===== src/fdd_geom_pkg.sv =====
`default_nettype none

package fdd_geom_pkg;

    // disk format, 720k style
    localparam int SECTORS     = 9;                      // per track side
    localparam int SECTOR_SIZE = 512;                    // bytes
    localparam int TRACKS      = 80;
    localparam int TRACK_BYTES = SECTORS * SECTOR_SIZE;  // 4608 per side

    localparam int TRACK_W = 7;   // head position width
    localparam int BUF_AW  = 13;  // track buffer address

    // mechanics, all in ms strobes
    localparam int MOTOR_DELAY   = 3;   // spin-up
    localparam int MOTOR_TIMEOUT = 30;  // run-on after MOTORn released
    localparam int STEP_SETTLE   = 3;   // head settle before track load

    localparam int BYTE_PERIOD = 568;  // clocks per byte on the disk surface

    typedef enum logic [1:0] {
        MOTOR_OFF,
        MOTOR_SPINUP,
        MOTOR_ON,
        MOTOR_RUNON
    } motor_state_t;

endpackage

`default_nettype wire


===== src/fdd_motor.sv =====
`default_nettype none

module fdd_motor import fdd_geom_pkg::*; (
    input  logic clk,
    input  logic msclk,     // 1 ms strobe
    input  logic rst,
    input  logic MOTORn,    // motor request, active low
    output logic motor_run  // spindle at speed
);

    motor_state_t state;
    logic [$clog2(MOTOR_TIMEOUT+1)-1:0] ms_cnt;  // spin-up and run-on share it

    always_ff @(posedge clk) begin
        if (rst) begin
            state  <= MOTOR_OFF;
            ms_cnt <= '0;
        end else begin
            case (state)
                MOTOR_OFF: begin
                    ms_cnt <= '0;
                    if (!MOTORn)
                        state <= MOTOR_SPINUP;
                end
                MOTOR_SPINUP: begin
                    if (MOTORn)
                        state <= MOTOR_OFF;  // released before up to speed
                    else if (msclk) begin
                        if (ms_cnt == MOTOR_DELAY - 1) begin
                            state  <= MOTOR_ON;
                            ms_cnt <= '0;
                        end else
                            ms_cnt <= ms_cnt + 1'b1;
                    end
                end
                MOTOR_ON: begin
                    ms_cnt <= '0;
                    if (MOTORn)
                        state <= MOTOR_RUNON;
                end
                MOTOR_RUNON: begin
                    // spindle still turning, a new request needs no spin-up
                    if (!MOTORn)
                        state <= MOTOR_ON;
                    else if (msclk) begin
                        if (ms_cnt == MOTOR_TIMEOUT - 1)
                            state <= MOTOR_OFF;
                        else
                            ms_cnt <= ms_cnt + 1'b1;
                    end
                end
                default: state <= MOTOR_OFF;
            endcase
        end
    end

    assign motor_run = (state == MOTOR_ON) || (state == MOTOR_RUNON);

endmodule

`default_nettype wire


===== config.mk =====
export PLATFORM = sky130hd
export DESIGN_NAME = fdd_motor
export DESIGN_NICKNAME = d
export VERILOG_FILES = /design/src/fdd_geom_pkg.sv /design/src/fdd_motor.sv
export SDC_FILE = /design/constraint.sdc
export NUM_CORES = 1
export LEC_CHECK = 0
export BUFFER_PORTS_ARGS = -buffer_cell sky130_fd_sc_hd__buf_2
export CAP_MARGIN = 0
export CORE_AREA = 5 5 42 44
export DETAILED_ROUTE_END_ITERATION = 16
export DIE_AREA = 0 0 47 49
export MAX_ROUTING_LAYER = met4
export SYNTH_ARGS = -nofsm -noshare
export SYNTH_HDL_FRONTEND = slang
export SYNTH_SLANG_ARGS = --single-unit

===== constraint.sdc =====
create_clock -name clk -period 2.2 [get_ports clk]
set_input_delay 0.11 -clock clk [delete_from_list [all_inputs] [get_ports clk]]
set_output_delay 0.11 -clock clk [all_outputs]
set_load 0.02 [all_outputs]

==> impl_metrics.tcl <==
set metrics [dict create \
    synth_edf_count 0 \
    hp-start "rst" \
    drt_iter0_markers 6 \
    areaGrowthSynthToFinish_pct 12.23 \
    ys_types 25 \
    post-route-min-period_ps 1449 \
    antenna_left 0 \
    crit_path_start "ms_cnt[1]" \
    path_max_fanout 5 \
    worstSetupStartpointType "register" \
    yosysTopAreaCellShare 0.2979 \
    tns_ps 0 \
    layout.nets 69 \
    synth_fp_nets 62 \
    grt_overflow 0 \
    start_util 0.3357 \
    rows 14 \
    async_reset_ff_frac 0 \
    hold_viol 0 \
    final_layout_size_suffix_gt1_frac 0.2131 \
    clk_latency_ps 260 \
    die_y_um 49 \
    cts_setup_buffers 0 \
    grt_pass1_wl_mm 1.621 \
    num_vias 406 \
    clock_skew_ps 2.515 \
    diodes 0 \
    r2r_end "ms_cnt[1]" \
    syn_avg_cell_area_um2 8.554 \
    n_fill_cell 156 \
    finalCritPeriodShare 0.6585 \
    ir_drop_mv 0.3232 \
    fin_ws_ps 751.4 \
    required_ps 2380 \
    cts_sinks 7 \
    synth_seq_cells 7 \
    cts_tree "yes" \
    grt_max_degree 10 \
    power_mw 0.2702 \
    hold_slack_ps 49.73 \
    vias_per_cell 5.273 \
    p_leak_nw 0.2140 \
    drtPass1Iterations 3 \
    maxCapViolCount 0 \
    cts_root_buf "clkbuf_4" \
    worstHoldPathCells 2 \
    drcViolationCount 0 \
    cp.arrival_ps 1630 \
    synth_seq_area_share 0.2979 \
    io_pins 5 \
    portBuffers 4 \
    max_freq_mhz 690.3 \
    outcome "complete, no violations" \
    routed_wl_um 925 \
    dieArea_mm2 0.002303 \
    grt_setup_unrepaired "no" \
    grt_use_total 0.1007 \
    die_w_um 47 \
    ys.flop_type "dfxtp_1" \
    mostFrequentLayoutCells "7 x nand2_1, 7 x dfxtp_1, 5 x nor2_1" \
    yosysTopAreaCell "dfxtp_1" \
    rr_startpoint "ms_cnt[1]" \
    gp_congestion 0.7132 \
    syn_area_um2 470.5 \
    antenna_found_initial 0 \
    pre_cts_slack_ps 751.3 \
    hold_path_class "input pin to register" \
    clk_pin_slew_worst_paths_ps 60 \
    core_area_mm2 0.001401 \
    relSlewSlack 0.7713 \
    worst_pin_slew_ps 341.7 \
    cts_buffer_depth 2 \
    drt-wirelength-per-cell_um 12.01 \
    worst-r2r-cell-count 6 \
    synth_cells 55 \
    hpwl_um 704.2 \
    post_cts_resized 0 \
    htreeDepth 1 \
    r2r_setup_slack_ps 750 \
    first_global_vias 365 \
    ys_warn_count 0 \
    worst_setup_path_end_kind "register" \
    finalSetupViolCount 0 \
    ctsHoldBuffers 0 \
    cts_buffers 3 \
    critPathKind "register to register" \
    final_util 0.3768 \
    power.density_mw_per_mm2 511.8 \
    synth_area_leaders "dfxtp_1 30%, ha_1 8.0%, a221oi_4 5.6%, nand2_1 5.6%, a31oi_1 5.3%" \
    drv_slew 0 \
]
==> how the worst max path moves through the flow <==
| stage | to | slack, ps | depth (start not counted) |
|---|---|---|---|
| after floorplan | ms_cnt[0] | 920 | 6 |
| after detailed placement | ms_cnt[0] | 750 | 6 |
| after CTS | ms_cnt[0] | 740 | 6 |
| after global placement | ms_cnt[0] | 780 | 6 |
| after global routing | ms_cnt[0] | 620 | 6 |
| final | ms_cnt[1] | 750 | 6 |
==> metal layers <==
metal	share of wire	vias to the layer above	global-route usage
met5	0	-	-
met4	0.036	0	0.06912
met3	0.021	5	0.03321
met2	0.43	4	0.1199
met1	0.51	187	0.1375
li1	-	210	-
==> power breakdown <==
| group | internal, mW | leakage [nW] | switching [mW] | total (mW) |
|---|---|---|---|---|
| Combinational | 0.00723 | 0.142 | 0.0110 | 0.0182 |
| Clock | 0.0696 | 0.0150 | 0.0525 | 0.122 |
| Sequential | 0.128 | 0.0567 | 0.00175 | 0.130 |
| Total | 0.205 | 0.214 | 0.0653 | 0.270 |
==> logic make-up after synthesis <==
logic type,synth area share
AOI/OAI and AO/OA,0.2527
and+or+nand+nor,0.3086
adders and majority gates,0.07980
xor gates and xnor gates,0.01862
buffers and inverters,0.04253
DFF,0.2979
==> final cells by class <==
class / instances / area (um^2) / area share
clock buffers: 4 / 26.28 / 0.04976
inverters: 3 / 11.26 / 0.02133
multi-input cells: 43 / 310.3 / 0.5877
flip-flops and latches: 7 / 140.1 / 0.2654
well taps: 16 / 20.02 / 0.03791
repair buffers: 4 / 20.02 / 0.03791
==> worst max-delay path, stage by stage, from the launching register on <==
cell and delay [ps]:
dfxtp_1 390, inv_1 60, ha_1 200, and4_1 230, o22ai_2 210, nand2_1 120
o21ai_0 170
==> metrics by stage <==
step | instances | instance area (um^2)
after global placement | 73 | 501.7
after global routing | 77 | 528.0
final | 77 | 528.0
after CTS | 77 | 528.0
after detailed placement | 73 | 501.7
after floorplan | 55 | 470.5
==> Yosys cell counts (all sizes together), types with 2 or more instances <==
| library cell | instances |
|---|---|
| nand2 | 7 |
| nor2 | 5 |
| nand3 | 4 |
| a31oi | 4 |
| o21ai | 5 |
| dfxtp | 7 |
| ha | 3 |
| inv | 3 |
| a2bb2oi | 2 |
No activity file was read; power rests on OpenSTA's default activity.
