<file path="src/fdd_geom_pkg.sv">
`default_nettype none

package fdd_geom_pkg;

    // disk format, 720k style
    localparam int SECTORS     = 9;                      // per track side
    localparam int SECTOR_SIZE = 512;                    // bytes
    localparam int TRACKS      = 80;
    localparam int TRACK_BYTES = SECTORS * SECTOR_SIZE;  // 4608 per side

    localparam int TRACK_W = 7;   // head position width
    localparam int BUF_AW  = 13;  // track buffer address

    // mechanics, all in ms strobes
    localparam int MOTOR_DELAY   = 3;   // spin-up
    localparam int MOTOR_TIMEOUT = 30;  // run-on after MOTORn released
    localparam int STEP_SETTLE   = 3;   // head settle before track load

    localparam int BYTE_PERIOD = 568;  // clocks per byte on the disk surface

    typedef enum logic [1:0] {
        MOTOR_OFF,
        MOTOR_SPINUP,
        MOTOR_ON,
        MOTOR_RUNON
    } motor_state_t;

endpackage

`default_nettype wire

</file>
<file path="src/track_buf_if.sv">
`default_nettype none

interface track_buf_if import fdd_geom_pkg::*; ();

    logic [BUF_AW-1:0]  buffer_addr;  // read address from transmitter
    logic [7:0]         buffer_q;     // registered RAM data
    logic               track_ready;  // buffer holds current track/side
    logic [TRACK_W-1:0] track;
    logic               side;

    // track loader owns the RAM and the head
    modport loader (
        input  buffer_addr,
        output buffer_q, track_ready, track, side
    );

    // byte stream side
    modport reader (
        output buffer_addr,
        input  buffer_q, track_ready, track, side
    );

endinterface

`default_nettype wire

</file>
<file path="src/fdd_transmit.sv">
`default_nettype none

module fdd_transmit import fdd_geom_pkg::*; (
    input  logic        clk,
    input  logic        rst,
    track_buf_if.reader tb,
    output logic        INDEXn,         // low during byte 0
    output logic        data_valid,     // one clock per byte
    output logic [7:0]  data,
    output logic [11:0] curr_sec_info   // track, side, sector
);

    logic [$clog2(BYTE_PERIOD)-1:0]  div_cnt;   // byte rate divider
    logic                            rd_pend;   // RAM read in flight
    logic [BUF_AW-1:0]               byte_idx;  // rotating position
    logic [3:0]                      sec_num;
    logic [$clog2(SECTOR_SIZE)-1:0]  sec_off;   // byte within sector

    assign tb.buffer_addr = byte_idx;

    always_ff @(posedge clk) begin
        if (rst || !tb.track_ready) begin
            div_cnt    <= '0;
            rd_pend    <= 1'b0;
            byte_idx   <= '0;  // back to index on every reload
            sec_num    <= '0;
            sec_off    <= '0;
            INDEXn     <= 1'b1;
            data_valid <= 1'b0;
        end else begin
            data_valid <= 1'b0;
            rd_pend    <= 1'b0;
            if (div_cnt == BYTE_PERIOD - 1) begin
                div_cnt <= '0;
                rd_pend <= 1'b1;
            end else
                div_cnt <= div_cnt + 1'b1;

            if (rd_pend) begin  // buffer_q now holds byte_idx
                data_valid    <= 1'b1;
                INDEXn        <= (byte_idx != '0);
                curr_sec_info <= {tb.track, tb.side, sec_num};
                byte_idx <= (byte_idx == BUF_AW'(TRACK_BYTES - 1)) ? '0 : byte_idx + 1'b1;
                if (sec_off == SECTOR_SIZE - 1) begin
                    sec_off <= '0;
                    sec_num <= (sec_num == 4'(SECTORS - 1)) ? 4'd0 : sec_num + 4'd1;
                end else
                    sec_off <= sec_off + 1'b1;
            end
        end
    end

    // payload, no reset
    always_ff @(posedge clk) begin
        if (rd_pend)
            data <= tb.buffer_q;
    end

endmodule

`default_nettype wire

</file>
<file path="src/flat_wrapper.sv">
// flat-port wrapper written by rule: the top's interface ports become plain ports
module fdd_transmit_flat import fdd_geom_pkg::*;
  (clk, rst, INDEXn, data_valid, data, curr_sec_info, tb_buffer_addr, tb_buffer_q, tb_track_ready, tb_track, tb_side);
  track_buf_if tb_i ();
  input  logic clk;
  input  logic rst;
  output logic INDEXn;
  output logic data_valid;
  output logic [7:0] data;
  output logic [11:0] curr_sec_info;
  output wire logic [$bits(tb_i.buffer_addr)-1:0] tb_buffer_addr;
  input wire logic [$bits(tb_i.buffer_q)-1:0] tb_buffer_q;
  input wire logic [$bits(tb_i.track_ready)-1:0] tb_track_ready;
  input wire logic [$bits(tb_i.track)-1:0] tb_track;
  input wire logic [$bits(tb_i.side)-1:0] tb_side;
  assign tb_buffer_addr = tb_i.buffer_addr;
  assign tb_i.buffer_q = tb_buffer_q;
  assign tb_i.track_ready = tb_track_ready;
  assign tb_i.track = tb_track;
  assign tb_i.side = tb_side;
  fdd_transmit u_core (.clk(clk), .rst(rst), .tb(tb_i), .INDEXn(INDEXn), .data_valid(data_valid), .data(data), .curr_sec_info(curr_sec_info));
endmodule
</file>
<file path="config.mk">
export PLATFORM = sky130hd
export DESIGN_NAME = fdd_transmit_flat
export DESIGN_NICKNAME = d
export VERILOG_FILES = /design/src/fdd_geom_pkg.sv /design/src/track_buf_if.sv /design/src/fdd_transmit.sv /design/src/flat_wrapper.sv
export SDC_FILE = /design/constraint.sdc
export NUM_CORES = 1
export LEC_CHECK = 0
export ABC_AREA = 1
export BUFFER_PORTS_ARGS = -buffer_cell sky130_fd_sc_hd__buf_2
export CELL_PAD_IN_SITES_DETAIL_PLACEMENT = 0
export CELL_PAD_IN_SITES_GLOBAL_PLACEMENT = 2
export CORE_ASPECT_RATIO = 0.75
export CORE_MARGIN = 2
export CORE_UTILIZATION = 34
export DETAILED_ROUTE_END_ITERATION = 8
export PLACE_DENSITY_LB_ADDON = 0.2
export SYNTH_ARGS = -nofsm -noshare
export SYNTH_HDL_FRONTEND = slang
export SYNTH_SLANG_ARGS = --single-unit
</file>
<file path="constraint.sdc">
create_clock -name clk -period 4 [get_ports clk]
set_clock_uncertainty 0.15 [all_clocks]
set_input_delay 0.4 -clock clk [delete_from_list [all_inputs] [get_ports clk]]
set_output_delay 0.4 -clock clk [all_outputs]
set_load 0.1 [all_outputs]
</file>
==> summary.txt <==
Post-synth ARST share: 0%
Crit path max-delay family: simple AND/OR/NAND/NOR gates
Die ar.: 8080 sq um
Main synth FF type: dfxtp_1
Post-synthesis cell type count: 29
RSZ-0062 raised after global routing: false
Worst reg2reg setup slack: 1970 ps
Yosys Warn Count: 0
Setup crit start kind: register
Final min period: 2030 ps
WS Path Type: reg2reg
Area of the core: 7230 sq um
Worst slew pin tran: 930 ps
DRT Pass-1 Iters: 4
Drt drc: 0
Crit path arrival time: 1840 ps
CP startpoint: u_core.rd_pend
Hold crit path type: in2reg
Status: finished clean
Drt via density: 4.33
Vias in the first global route: 1704
Worst reg2reg path depth: 3
Worst path cell trace: buf_4 -> inv_2 -> nor2_1
Buffers on Ports: 53
Most common cell after layout, fill and taps aside: buf_2
WP data required: 3820 ps
Most frequent cells in the layout: 53 x buf_2, 49 x nand2_1, 48 x nor2_1
Path length in cells of the critical path: 3
Row Count: 27
Placer congestion estimate: 0.754
Post-CTS Resized: 0
H-Tree Depth: 3
Crit-path max FO: 19
PD cells: 398 nW/um^2
Hold buffers post-CTS: 0
Post-synth EDFFs: 20
# Post-CTS Setup Buffers: 0
Initial antenna violation count: 0
Pleak: 1.23 nW
Final HPWL DP: 3760 microns
Worst skew pair latency: 340 ps
Clock transition at path regs: 60 ps
Final hold slack: 82.7 ps
Wirelength per Cell: 11.5 microns
Slowest cell on crit path: nor2_1
Register bit total from synthesis: 59
Worst r2r src: u_core.rd_pend
Clock Path Buffers: 2
Setup crit end: u_core.curr_sec_info[6]
Io pins: 54
Layout cells sized above 1: 25.9%
CTS buffer count: 9
Setup violators final: 0
Overall Global Routing Usage: 13.3%
Crit-path max cell delay: 750 ps
First-pass GRT wire length: 8110 microns
Die W: 103 microns
FMAX: 0.493 GHz
Root Buffer: clkbuf_8
Mapped cell area: 2510 sq um
Syn Inst Count: 282
Starting Density: 34.7%
Total global routing overflow: 0
TritonCTS clock tree: built
Vias: 1944
Max-Cap Viols: 0
Worst VDD drop: 0.179 mV
Max Slew Vio Count: 0
Final Hold Violating Endpoints: 0
Syn avg cell area: 8.89 sq um
Critical path buffers and inverters: 2
Worst rel slew slack: 37.8%
1st-iter DRT viols: 27
Sequential-to-total area share from yosys stat: 55.1%
# diodes: 0
Sum Neg Setup Slack: 0 ps
NumNets Final: 370
Reg-to-reg critical path endpoint: u_core.curr_sec_info[6]
Antenna Nets Post-Route: 0
CP Capture Type: register
WL final: 5170 microns
Largest net degree at the start of global routing: 20
Die Height: 78.4 microns
Area Overhead vs Synth: 23.7%
CTS Sinks: 59
Synthesized Nets: 309
Period utilization: 50.7%
-- flip-flops by register name, indices dropped and copies added, names as in the netlist --
register               flops
u_core.sec_off             9
u_core.curr_sec_info      12
u_core.rd_pend             1
u_core.tb.buffer_addr     13
u_core.div_cnt            10
u_core.INDEXn              1
u_core.sec_num             4
u_core.data_valid          1
u_core.data                8
-- layer usage --
layer  vias to the layer above  GRT usage, %  share of wire [%]
met4                         0          6.32                2.1
met1                       841          17.9                 52
met5                         -             0                  0
met2                        55          18.6                 38
met3                        11          5.16                7.7
li1                       1037             -                  -
-- metrics by stage --
stage / setup WS [ps] / utilization, % / power [mW] / area [sq um] / cells
global placement: 1820 / 39.9 / 0.657 / 2880 / 433
detailed placement: 1760 / 39.9 / 0.657 / 2880 / 433
global route: 1820 / 42.9 / 1.28 / 3100 / 449
finish: 1970 / 42.9 / 1.23 / 3100 / 449
CTS: 1940 / 42.9 / 1.25 / 3100 / 449
floorplan: 1790 / - / 0.644 / 2510 / 282
-- synthesized netlist by cell type, types with 2 or more instances --
cell	n	share of area, %
nor2_1	48	7.2
nand3b_1	2	0.60
or2_2	2	0.50
inv_1	27	4.0
nand4_1	6	1.5
dfxtp_1	39	31
nor3_1	6	1.2
nand2_1	49	7.3
nor2_2	5	1.2
nor2_4	2	0.90
xor2_1	8	2.8
ha_1	8	4.0
nand2_2	3	0.75
edfxtp_1	20	24
nand3_1	17	3.4
xnor2_1	3	1.0
a21oi_1	15	3.0
o21ai_0	7	1.4
inv_2	4	0.60
buf_2	2	0.40
-- power by group --
group          switching [mW]  total, mW  internal (mW)
logic                  0.0136     0.0232        0.00966
registers            0.000627      0.619          0.619
clock network           0.244      0.592          0.348
total                   0.258       1.23          0.976
-- worst min path at each step --
stage	from	end	slack (ps)	cells after the start
final	tb_track[1]	u_core.curr_sec_info[6]	80	1
after global routing	tb_buffer_q[1]	u_core.data[1]	60	1
after CTS	tb_track[1]	u_core.curr_sec_info[6]	60	1
after detailed placement	u_core.div_cnt[0]	u_core.div_cnt[0]	290	1
after global placement	u_core.div_cnt[0]	u_core.div_cnt[0]	280	1
after floorplan	u_core.div_cnt[0]	u_core.div_cnt[0]	270	1
-- worst reg2reg max path: stages (launching register included) --
cell	delay, ps
dfxtp_1	310
buf_4	250
inv_2	190
nor2_1	760
-- cells by family after synthesis --
family	after synthesis	share of synthesized area (%)
AND/OR/NAND/NOR	144	26.1
flip-flops	59	55.1
buffers and inverters	35	5.49
AO/OA/AOI/OAI	25	5.44
XOR/XNOR	11	3.84
adder cells (fa/ha/maj)	8	3.99
-- area by class of cell --
type | instances | area (sq um)
multi-input cells | 188 | 987
inverters | 31 | 116
fillers | 750 | 4130
well taps | 101 | 126
repair buffers | 54 | 273
clock buffers | 9 | 124
flip-flops and latches | 59 | 1380
clock inverters | 7 | 92.6
Power figures use the tool's default switching activity.
