===== src/fdd_geom_pkg.sv =====
`default_nettype none

package fdd_geom_pkg;

    // disk format, 720k style
    localparam int SECTORS     = 9;                      // per track side
    localparam int SECTOR_SIZE = 512;                    // bytes
    localparam int TRACKS      = 80;
    localparam int TRACK_BYTES = SECTORS * SECTOR_SIZE;  // 4608 per side

    localparam int TRACK_W = 7;   // head position width
    localparam int BUF_AW  = 13;  // track buffer address

    // mechanics, all in ms strobes
    localparam int MOTOR_DELAY   = 3;   // spin-up
    localparam int MOTOR_TIMEOUT = 30;  // run-on after MOTORn released
    localparam int STEP_SETTLE   = 3;   // head settle before track load

    localparam int BYTE_PERIOD = 568;  // clocks per byte on the disk surface

    typedef enum logic [1:0] {
        MOTOR_OFF,
        MOTOR_SPINUP,
        MOTOR_ON,
        MOTOR_RUNON
    } motor_state_t;

endpackage

`default_nettype wire


===== src/sd_img_pkg.sv =====
`default_nettype none

package sd_img_pkg;

    localparam int LBA_W     = 32;  // sd_lba
    localparam int BLK_CNT_W = 6;   // sd_blk_cnt, blocks minus one
    localparam int SD_ADDR_W = 14;  // byte address within one request

    // one side of every track, anything bigger has a second side
    localparam logic [63:0] SS_IMAGE_BYTES =
        64'(fdd_geom_pkg::TRACKS * fdd_geom_pkg::TRACK_BYTES);

    // track loader sequence
    typedef enum logic [1:0] {
        LOAD_IDLE,
        LOAD_SETTLE,  // wait for head to settle
        LOAD_REQ,     // sd_rd up, waiting for ack
        LOAD_XFER     // card is filling the buffer
    } load_state_t;

endpackage

`default_nettype wire


===== src/fdd_ready.sv =====
`default_nettype none

module fdd_ready import sd_img_pkg::*; (
    input  logic        clk,
    input  logic        rst,
    input  logic        motor_run,
    input  logic        img_mounted,   // strobe on image change
    input  logic        img_readonly,
    input  logic [63:0] img_size,      // bytes, zero means ejected
    output logic        READYn,
    output logic        WPROTn,
    output logic        sides          // 1 = double sided image
);

    logic disk_in;      // image present, latched at mount
    logic disk_in_now;  // mount strobe takes effect in its own clock
    logic ro_now;

    assign disk_in_now = img_mounted ? (img_size != 64'd0) : disk_in;
    assign ro_now      = img_mounted ? img_readonly : ~WPROTn;  // WPROTn doubles as ro flag

    always_ff @(posedge clk) begin
        if (rst) begin
            disk_in <= 1'b0;
            sides   <= 1'b0;
            READYn  <= 1'b1;
            WPROTn  <= 1'b1;
        end else begin
            if (img_mounted) begin
                disk_in <= (img_size != 64'd0);
                sides   <= (img_size > SS_IMAGE_BYTES);  // second side present
            end
            READYn <= ~(motor_run & disk_in_now);  // needs disk and spindle
            WPROTn <= ~(ro_now & disk_in_now);
        end
    end

endmodule

`default_nettype wire


===== config.mk =====
export PLATFORM = sky130hd
export DESIGN_NAME = fdd_ready
export DESIGN_NICKNAME = d
export VERILOG_FILES = /design/src/fdd_geom_pkg.sv /design/src/sd_img_pkg.sv /design/src/fdd_ready.sv
export SDC_FILE = /design/constraint.sdc
export NUM_CORES = 1
export LEC_CHECK = 0
export BUFFER_PORTS_ARGS = -buffer_cell sky130_fd_sc_hd__buf_2
export CAP_MARGIN = 20
export CORE_MARGIN = 3
export CORE_UTILIZATION = 22
export DETAILED_ROUTE_END_ITERATION = 7
export GPL_ROUTABILITY_DRIVEN = 1
export PLACE_DENSITY = 0.76
export SLEW_MARGIN = 20
export SYNTH_ARGS = -nofsm -noshare
export SYNTH_HDL_FRONTEND = slang
export SYNTH_SLANG_ARGS = --single-unit

===== constraint.sdc =====
create_clock -name clk -period 1.6 [get_ports clk]
set_input_delay 0.32 -clock clk [delete_from_list [all_inputs] [get_ports clk]]
set_output_delay 0.32 -clock clk [all_outputs]
set_load 0.005 [all_outputs]

==> key figures, run 1 <==
Run status
  • Status: complete, no violations

Clock tree
  • Buffer count from post-CTS setup fixing: 0
  • CTS max path bufs: 2
  • H-tree levels: 1
  • Hold_buf cts: 0
  • PostCTS Resize Cnt: 0
  • CTS sink cnt: 4
  • Worst skew pair latency: approximately 0.23 ns
  • CTS Buf Count: 3
  • CTS Root Cell: clkbuf_4
  • Clock-pin slew on the worst setup and hold paths: about 0.040 ns
  • CTS tree: built

Cells and area
  • Core Util, Final: 0.538
  • Share of layout cells above drive strength 1: 0.708
  • Commonest non-fill, non-tap cells in the layout: 71 x buf_2, 13 x nor4_1, 4 x dfxtp_1
  • Inserted Diodes: 0
  • Layout area overhead: 121%
  • Most common cell after layout, fill and taps aside: buf_2
  • Layout Nets: ~180

Die
  • DIE AREA: roughly 0.002 sq mm
  • Die width: between 40 and 50 um
  • Core region area: approximately 0.0014 sq mm
  • Ports: between 70 and 80
  • Initial Util: 0.244
  • Standard-cell rows: 13
  • Die H: roughly 45 um

GRT
  • Largest net degree at the start of global routing: 6
  • Total grt overflow: 0
  • First-pass GRT wire length: roughly 2200 um
  • Initial antenna violation count: 0
  • Number of global-route vias before repair: between 600 and 700
  • All-Layer GR Usage: 0.152

Timing
  • Final setup viols: 0
  • Worst relative slew slack: 0.784
  • Clk_skew: 0.00403 ns
  • RSZ-0062 raised after global routing: no
  • Fin crit period: 1.18 ns
  • Slew Viols, Final: 0
  • Fin crit share: 0.736
  • Final hold vios: 0
  • Setup TNS after final layout: 0 ns
  • Max Fclk: around 850 MHz
  • Worst slew pin tran: 0.321 ns

Yosys
  • #FFs+latches synth: 4
  • Syn Area/Cell: about 8.4 sq um
  • Netlist cell types: 18
  • Syn Std Cell Area: 329 sq um
  • Synth warn: 0
  • Gate Count Post-Synth: 39
  • Syn Nets: about 110
  • Seq/Total Area, Yosys: 0.243

Setup path
  • Worst Path Required: around 1.7 ns
  • Reg2Reg Depth: 3
  • Nature of the critical path startpoint: input port
  • Reg-to-reg slack, setup: between 0.6 and 0.7 ns
  • Critical path arrival: ~1.3 ns
  • RR Endpoint: WPROTn$_SDFF_PP1_
  • Reg-to-reg startpoint: disk_in$_SDFF_PP0_
  • Max Fanout on Critical Path: 2
  • Crit end category: flop
  • CP Class: input port to flop

Hold path
  • Hold Path Class: input port to flop
  • Hold endpoint: READYn$_SDFF_PP1_
  • Hold Startpoint: motor_run
  • Hold Path Depth: 2

Route
  • Final wirelength: between 1000 and 1500 um
  • DRC Markers: 0
  • Vias: between 600 and 700
  • Met2 Wirelength: ~730 um
  • First-pass iteration count of the detailed router: 1
  • DR top layer: met4
  • Initial detailed-routing violation count: 0
  • Metal-1 WL: 421 um
  • Routed len/inst: between 10 and 15 um
  • Via/cell ratio: a little under 5
  • Number of antenna-violating nets in the routed design: 0
  • Routed wl met3: about 230 um

Power and ir drop
  • PwrDens: 474 mW/mm^2
  • Worst VDD drop: roughly 0.35 mV
  • P_leak: approximately 0.38 nW

Job
  • Max-cap violations: 0

Place
  • Port Buffers: 71
  • Hpwl dp: approximately 1300 um
  • Routability cong.: about 0.72
==> kinds of logic (layout without fill, tap and decap cells) <==
kind of cell | after synthesis | count (layout) | synth area share
buf+inv | 0 | 74 | 0
compound gates | 6 | 6 | 0.152
simple gates | 29 | 29 | 0.605
flops | 4 | 4 | 0.243
==> cells in the mapped netlist <==
master / n / area, sq um
a21oi_1: 1 / 5.00
nor3_2: 1 / 10.0
o221ai_1: 1 / 8.76
nor2_1: 3 / 11.3
a211o_2: 1 / 10.0
nor4b_1: 1 / 8.76
or4_4: 1 / 11.3
dfxtp_1: 4 / 80.1
nand4_2: 1 / 12.5
nand4_1: 3 / 18.8
a31oi_1: 1 / 6.26
o21bai_1: 1 / 7.51
a211oi_2: 1 / 12.5
nor3_4: 1 / 16.3
nand2_1: 3 / 11.3
nor3b_1: 1 / 7.51
and4b_1: 1 / 10.0
nor4_1: 13 / 81.3
==> worst max-delay path by stage <==
stage	to	cells after the start	start
finish	sides$_SDFFE_PP0P_	5	img_size[1]
global route	READYn$_SDFF_PP1_	6	img_size[27]
CTS	sides$_SDFFE_PP0P_	5	img_size[1]
detailed placement	sides$_SDFFE_PP0P_	5	img_size[1]
global placement	sides$_SDFFE_PP0P_	5	img_size[8]
floorplan	disk_in$_SDFF_PP0_	4	img_size[1]
==> where the power goes <==
| part | internal [mW] | total, mW | switching (mW) |
|---|---|---|---|
| Sequential | 0.106 | 0.109 | 0.00285 |
| Combinational | 0.0727 | 0.111 | 0.0381 |
| Clock | 0.0838 | 0.124 | 0.0398 |
==> flip-flops by register name, summed over array words and instances, names as in the netlist <==
register,cells
READYn,1
WPROTn,1
disk_in,1
sides,1
==> layout make-up <==
class / instances / area (sq um)
Clock buffer: 3 / 22.5
Tap cell: 15 / 18.8
Sequential cell: 4 / 80.1
Timing Repair Buffer: 71 / 355
Fill cell: 138 / 624
Multi-Input combinational cell: 35 / 249
==> layer usage <==
layer | global-route usage | up-vias
li1 | - | 319
met1 | 0.135 | 263
met2 | 0.289 | 49
met3 | 0.0488 | 2
met4 | 0.0904 | 0
met5 | 0 | -
==> through the flow <==
step	hold WS [ns]	setup slack [ns]	total power, mW	area (sq um)	std cells
2_1_floorplan	0.382	0.389	0.130	329	39
3_3_place_gp	0.496	0.190	0.220	703	125
3_5_place_dp	0.487	0.159	0.223	703	125
4_1_cts	0.235	0.398	0.353	726	128
5_1_grt	0.261	0.285	0.371	726	128
6_report	0.244	0.422	0.344	726	128
==> critical path: stages <==
cell and delay, ns:
buf_2 0.10, nor4_1 0.34, nand4_2 0.20, o221ai_1 0.22, a31oi_1 0.11
Note: power is estimated with default switching activity, not from simulation.
==> inputs of run 2 (changes only) <==
--- a/config.mk
+++ b/config.mk
@@ -5,13 +5,14 @@
 export SDC_FILE = /design/constraint.sdc
 export NUM_CORES = 1
 export LEC_CHECK = 0
+export ABC_AREA = 1
 export BUFFER_PORTS_ARGS = -buffer_cell sky130_fd_sc_hd__buf_2
 export CAP_MARGIN = 20
 export CORE_MARGIN = 3
-export CORE_UTILIZATION = 22
+export CORE_UTILIZATION = 25
 export DETAILED_ROUTE_END_ITERATION = 7
 export GPL_ROUTABILITY_DRIVEN = 1
-export PLACE_DENSITY = 0.76
+export PLACE_DENSITY = 0.74
 export SLEW_MARGIN = 20
 export SYNTH_ARGS = -nofsm -noshare
 export SYNTH_HDL_FRONTEND = slang
==> constraint.sdc (replaced) <==
create_clock -name clk -period 0.9 [get_ports clk]
set_input_delay 0.18 -clock clk [delete_from_list [all_inputs] [get_ports clk]]
set_output_delay 0.18 -clock clk [all_outputs]
set_load 0.005 [all_outputs]
==> key figures, run 2 <==
Clock tree
  • Clock-pin slew on the worst setup and hold paths: 0.04 ns (about the same)
  • PostCTS Resize Cnt: 0 (unchanged)
  • CTS Buf Count: 3 (unchanged)
  • CTS tree: built
  • CTS Root Cell: clkbuf_4
  • Buffer count from post-CTS setup fixing: 0 (unchanged)
  • Worst skew pair latency: 0.24 ns (about the same)
  • H-tree levels: 1 (unchanged)
  • CTS max path bufs: 2 (unchanged)
  • CTS sink cnt: 4 (unchanged)
  • Hold_buf cts: 0 (unchanged)

Timing
  • RSZ-0062 raised after global routing: no
  • Final WS setup: 0.0445 ns (-0.378 ns)
  • Final setup viols: 0 (unchanged)
  • Clk_skew: 0.00253 ns (-0.00150 ns)
  • Max Fclk: ~1200 MHz
  • Final hold vios: 0 (unchanged)
  • Worst relative slew slack: 0.853 (+0.0687)
  • Fin crit share: 0.951
  • Worst slew pin tran: 0.219 ns (-0.102 ns)
  • Slew Viols, Final: 0 (unchanged)
  • Fin crit period: 0.855 ns

Cells and area
  • Core Util, Final: 0.516 (-0.0214)
  • Final Non-Filler Cells: 196 (+53%)
  • Inserted Diodes: 0 (unchanged)
  • Share of layout cells above drive strength 1: 0.509 (-0.199)
  • Layout Nets: 242 (+32%)
  • Layout area overhead: 92.0%
  • Most common cell after layout, fill and taps aside: buf_2
  • Finished Cell Area: 901 sq um (+24%)
  • Commonest non-fill, non-tap cells in the layout: 71 x buf_2, 43 x nor2_1, 24 x nand2_1

Setup path
  • Nature of the critical path startpoint: flop
  • Cell at the slowest stage of the critical path: dfxtp_1
  • CP cell instances: buf_2
  • Reg-to-reg startpoint: disk_in$_SDFF_PP0_
  • RR Endpoint: disk_in$_SDFF_PP0_
  • CP peak stage delay: 0.32 ns (-0.02 ns)
  • Worst path top cell family by delay: flip-flops
  • CP Class: flop to primary output
  • WP buf/inv: 1 (unchanged)
  • Max Fanout on Critical Path: 2 (unchanged)
  • Reg2Reg Depth: 3 (unchanged)
  • Worst Path Required: 0.72 ns (-0.98 ns)
  • Critical path arrival: 0.68 ns (-0.60 ns)
  • Crit end category: primary output
  • Reg-to-reg slack, setup: 0.14 ns (-0.49 ns)

Power and ir drop
  • Register share of total power: 0.288 (-0.030)
  • PwrDens: 741 mW/mm^2 (+56%)
  • Sw Ratio: 0.268 (+0.0330)
  • Clock power frac: 0.345 (-0.015)
  • Net load switching power: 0.179 mW (+120%)
  • P_leak: 0.492 nW (+28%)
  • Worst VDD drop: 0.594 mV (+71%)
  • Internal power: 0.489 mW (+86%)
  • Part of the power in combinational logic: 0.367 (+0.045)

Route
  • DRC Markers: 0 (unchanged)
  • Vias: 818 (+29%)
  • DR top layer: met4
  • Final wirelength: 1630 um (+16%)
  • Met2 Wirelength: 894 um (+23%)
  • Number of antenna-violating nets in the routed design: 0 (unchanged)
  • Routed wl met3: 128 um (-44%)
  • Initial detailed-routing violation count: 0 (unchanged)
  • First-pass iteration count of the detailed router: 1 (unchanged)
  • Routed len/inst: 8.31 um (-24%)
  • Metal-1 WL: 591 um (+40%)
  • Via/cell ratio: 4.17 (-16%)

Hold path
  • Hold Startpoint: motor_run
  • Hold endpoint: READYn$_SDFF_PP1_
  • Hold Path Depth: 2 (unchanged)
  • Hold Path Class: input port to flop

Yosys
  • Top cells by count, synth: 43 x nor2_1, 24 x nand2_1, 5 x nor2_2
  • Number of synthesized flops with an enable pin: 0 (unchanged)
  • Synth Flop Type: dfxtp_1
  • Netlist cell types: 16 (-2)
  • Count leader, synth: nor2_1
  • #FFs+latches synth: 4 (unchanged)
  • Gate Count Post-Synth: 94 (+140%)
  • Asr flop ratio synth: 0 (unchanged)
  • Syn Std Cell Area: 469 sq um (+43%)
  • Seq/Total Area, Yosys: 0.171 (-0.0727)
  • Syn Area/Cell: 4.99 sq um (-41%)
  • Cell type with the largest total area after synthesis: nor2_1
  • Yosys top cell area share: 0.344 (+0.0969)
  • Leading post-synthesis cells by cell area: nor2_1 34%, nand2_1 19%, dfxtp_1 17%, nor2_2 6.7%, nand3_1 4.3%
  • Syn Nets: 163 (+51%)
  • Synth warn: 0 (unchanged)

Die
  • Core region area: 0.00175 sq mm (+29%)
  • DIE AREA: 0.00243 sq mm (+22%)
  • Standard-cell rows: 15 (+2)
  • Ports: 72 (unchanged)
  • Initial Util: 0.269 (+0.0251)
  • Die H: 49.3 um (+10%)
  • Die width: 49.3 um (+10%)

Place
  • Port Buffers: 71 (unchanged)
  • Post-DP Area: 878 sq um (+25%)
  • Routability cong.: 0.761 (+6.0%)
  • Hpwl dp: 1520 um (+14%)
  • Inst Count DP: 193 (+54%)
  • Place WS: -0.138 ns (-0.297 ns)

GRT
  • Initial antenna violation count: 0 (unchanged)
  • Largest net degree at the start of global routing: 6 (unchanged)
  • Number of global-route vias before repair: 702 (+16%)
  • First-pass GRT wire length: 2590 um (+19%)
  • All-Layer GR Usage: 0.131 (-0.0206)
  • Total grt overflow: 0 (unchanged)

Run status
  • Status: complete, no violations

Job
  • Max-cap violations: 0 (unchanged)
-- run 2: cell types whose count changed in the layout (fill, tap and decap cells not counted), moves of 2 or more --
cell     delta
nand4_1     -2
buf_4       +3
nand2_1    +21
nor2_1     +40
nor2_2      +5
nand3_1     +4
nor4_1     -13
inv_1       +4
-- run 2: final cells by class --
type,instances,area [sq um]
fillers,194,845
multi-input cells,84,365
clock buffers,3,22.5
repair buffers,74,378
inverters,6,23.8
flip-flops and latches,4,80.1
well taps,25,31.3
-- run 2: per-layer routing --
layer / GRT usage / vias up
met2: 0.237 / 33
met1: 0.141 / 341
li1: - / 442
met4: 0.0427 / 0
met5: 0 / -
met3: 0.0459 / 2
-- run 2: logic make-up (layout without fill, tap and decap cells) --
kind of cell / count (synthesis) / in the layout / synth area share
buffers and inverters: 6 / 83 / 0.0506
DFF: 4 / 4 / 0.171
AOI/OAI and AO/OA: 2 / 2 / 0.0267
and+or+nand+nor: 82 / 82 / 0.752
-- run 2: per-stage QoR --
step                      setup TNS (ns)  power, mW  hold slack (ns)
after floorplan                        0      0.267            0.264
after global placement            -0.381      0.433            0.377
after detailed placement          -0.511      0.443            0.372
after CTS                              0      0.673            0.125
after global routing                   0      0.715            0.146
final                                  0      0.667            0.126
-- run 2: power by group through the flow --
stage	clock network [mW]	registers, mW	logic [mW]
2_1_floorplan	0	0.196	0.0704
3_3_place_gp	0	0.195	0.238
3_5_place_dp	0	0.195	0.247
4_1_cts	0.233	0.193	0.248
5_1_grt	0.241	0.194	0.280
6_report	0.230	0.192	0.245
-- run 2: worst max-delay path by stage --
stage / startpoint / to / slack (ns) / cells past startpoint
after global placement: img_size[53] / sides$_SDFFE_PP0P_ / -0.11 / 9
after CTS: sides$_SDFFE_PP0P_ / sides / 0.04 / 1
after floorplan: img_size[53] / sides$_SDFFE_PP0P_ / 0.05 / 8
final: sides$_SDFFE_PP0P_ / sides / 0.04 / 1
after detailed placement: img_size[13] / WPROTn$_SDFF_PP1_ / -0.14 / 8
after global routing: img_size[13] / READYn$_SDFF_PP1_ / 0.007 / 8
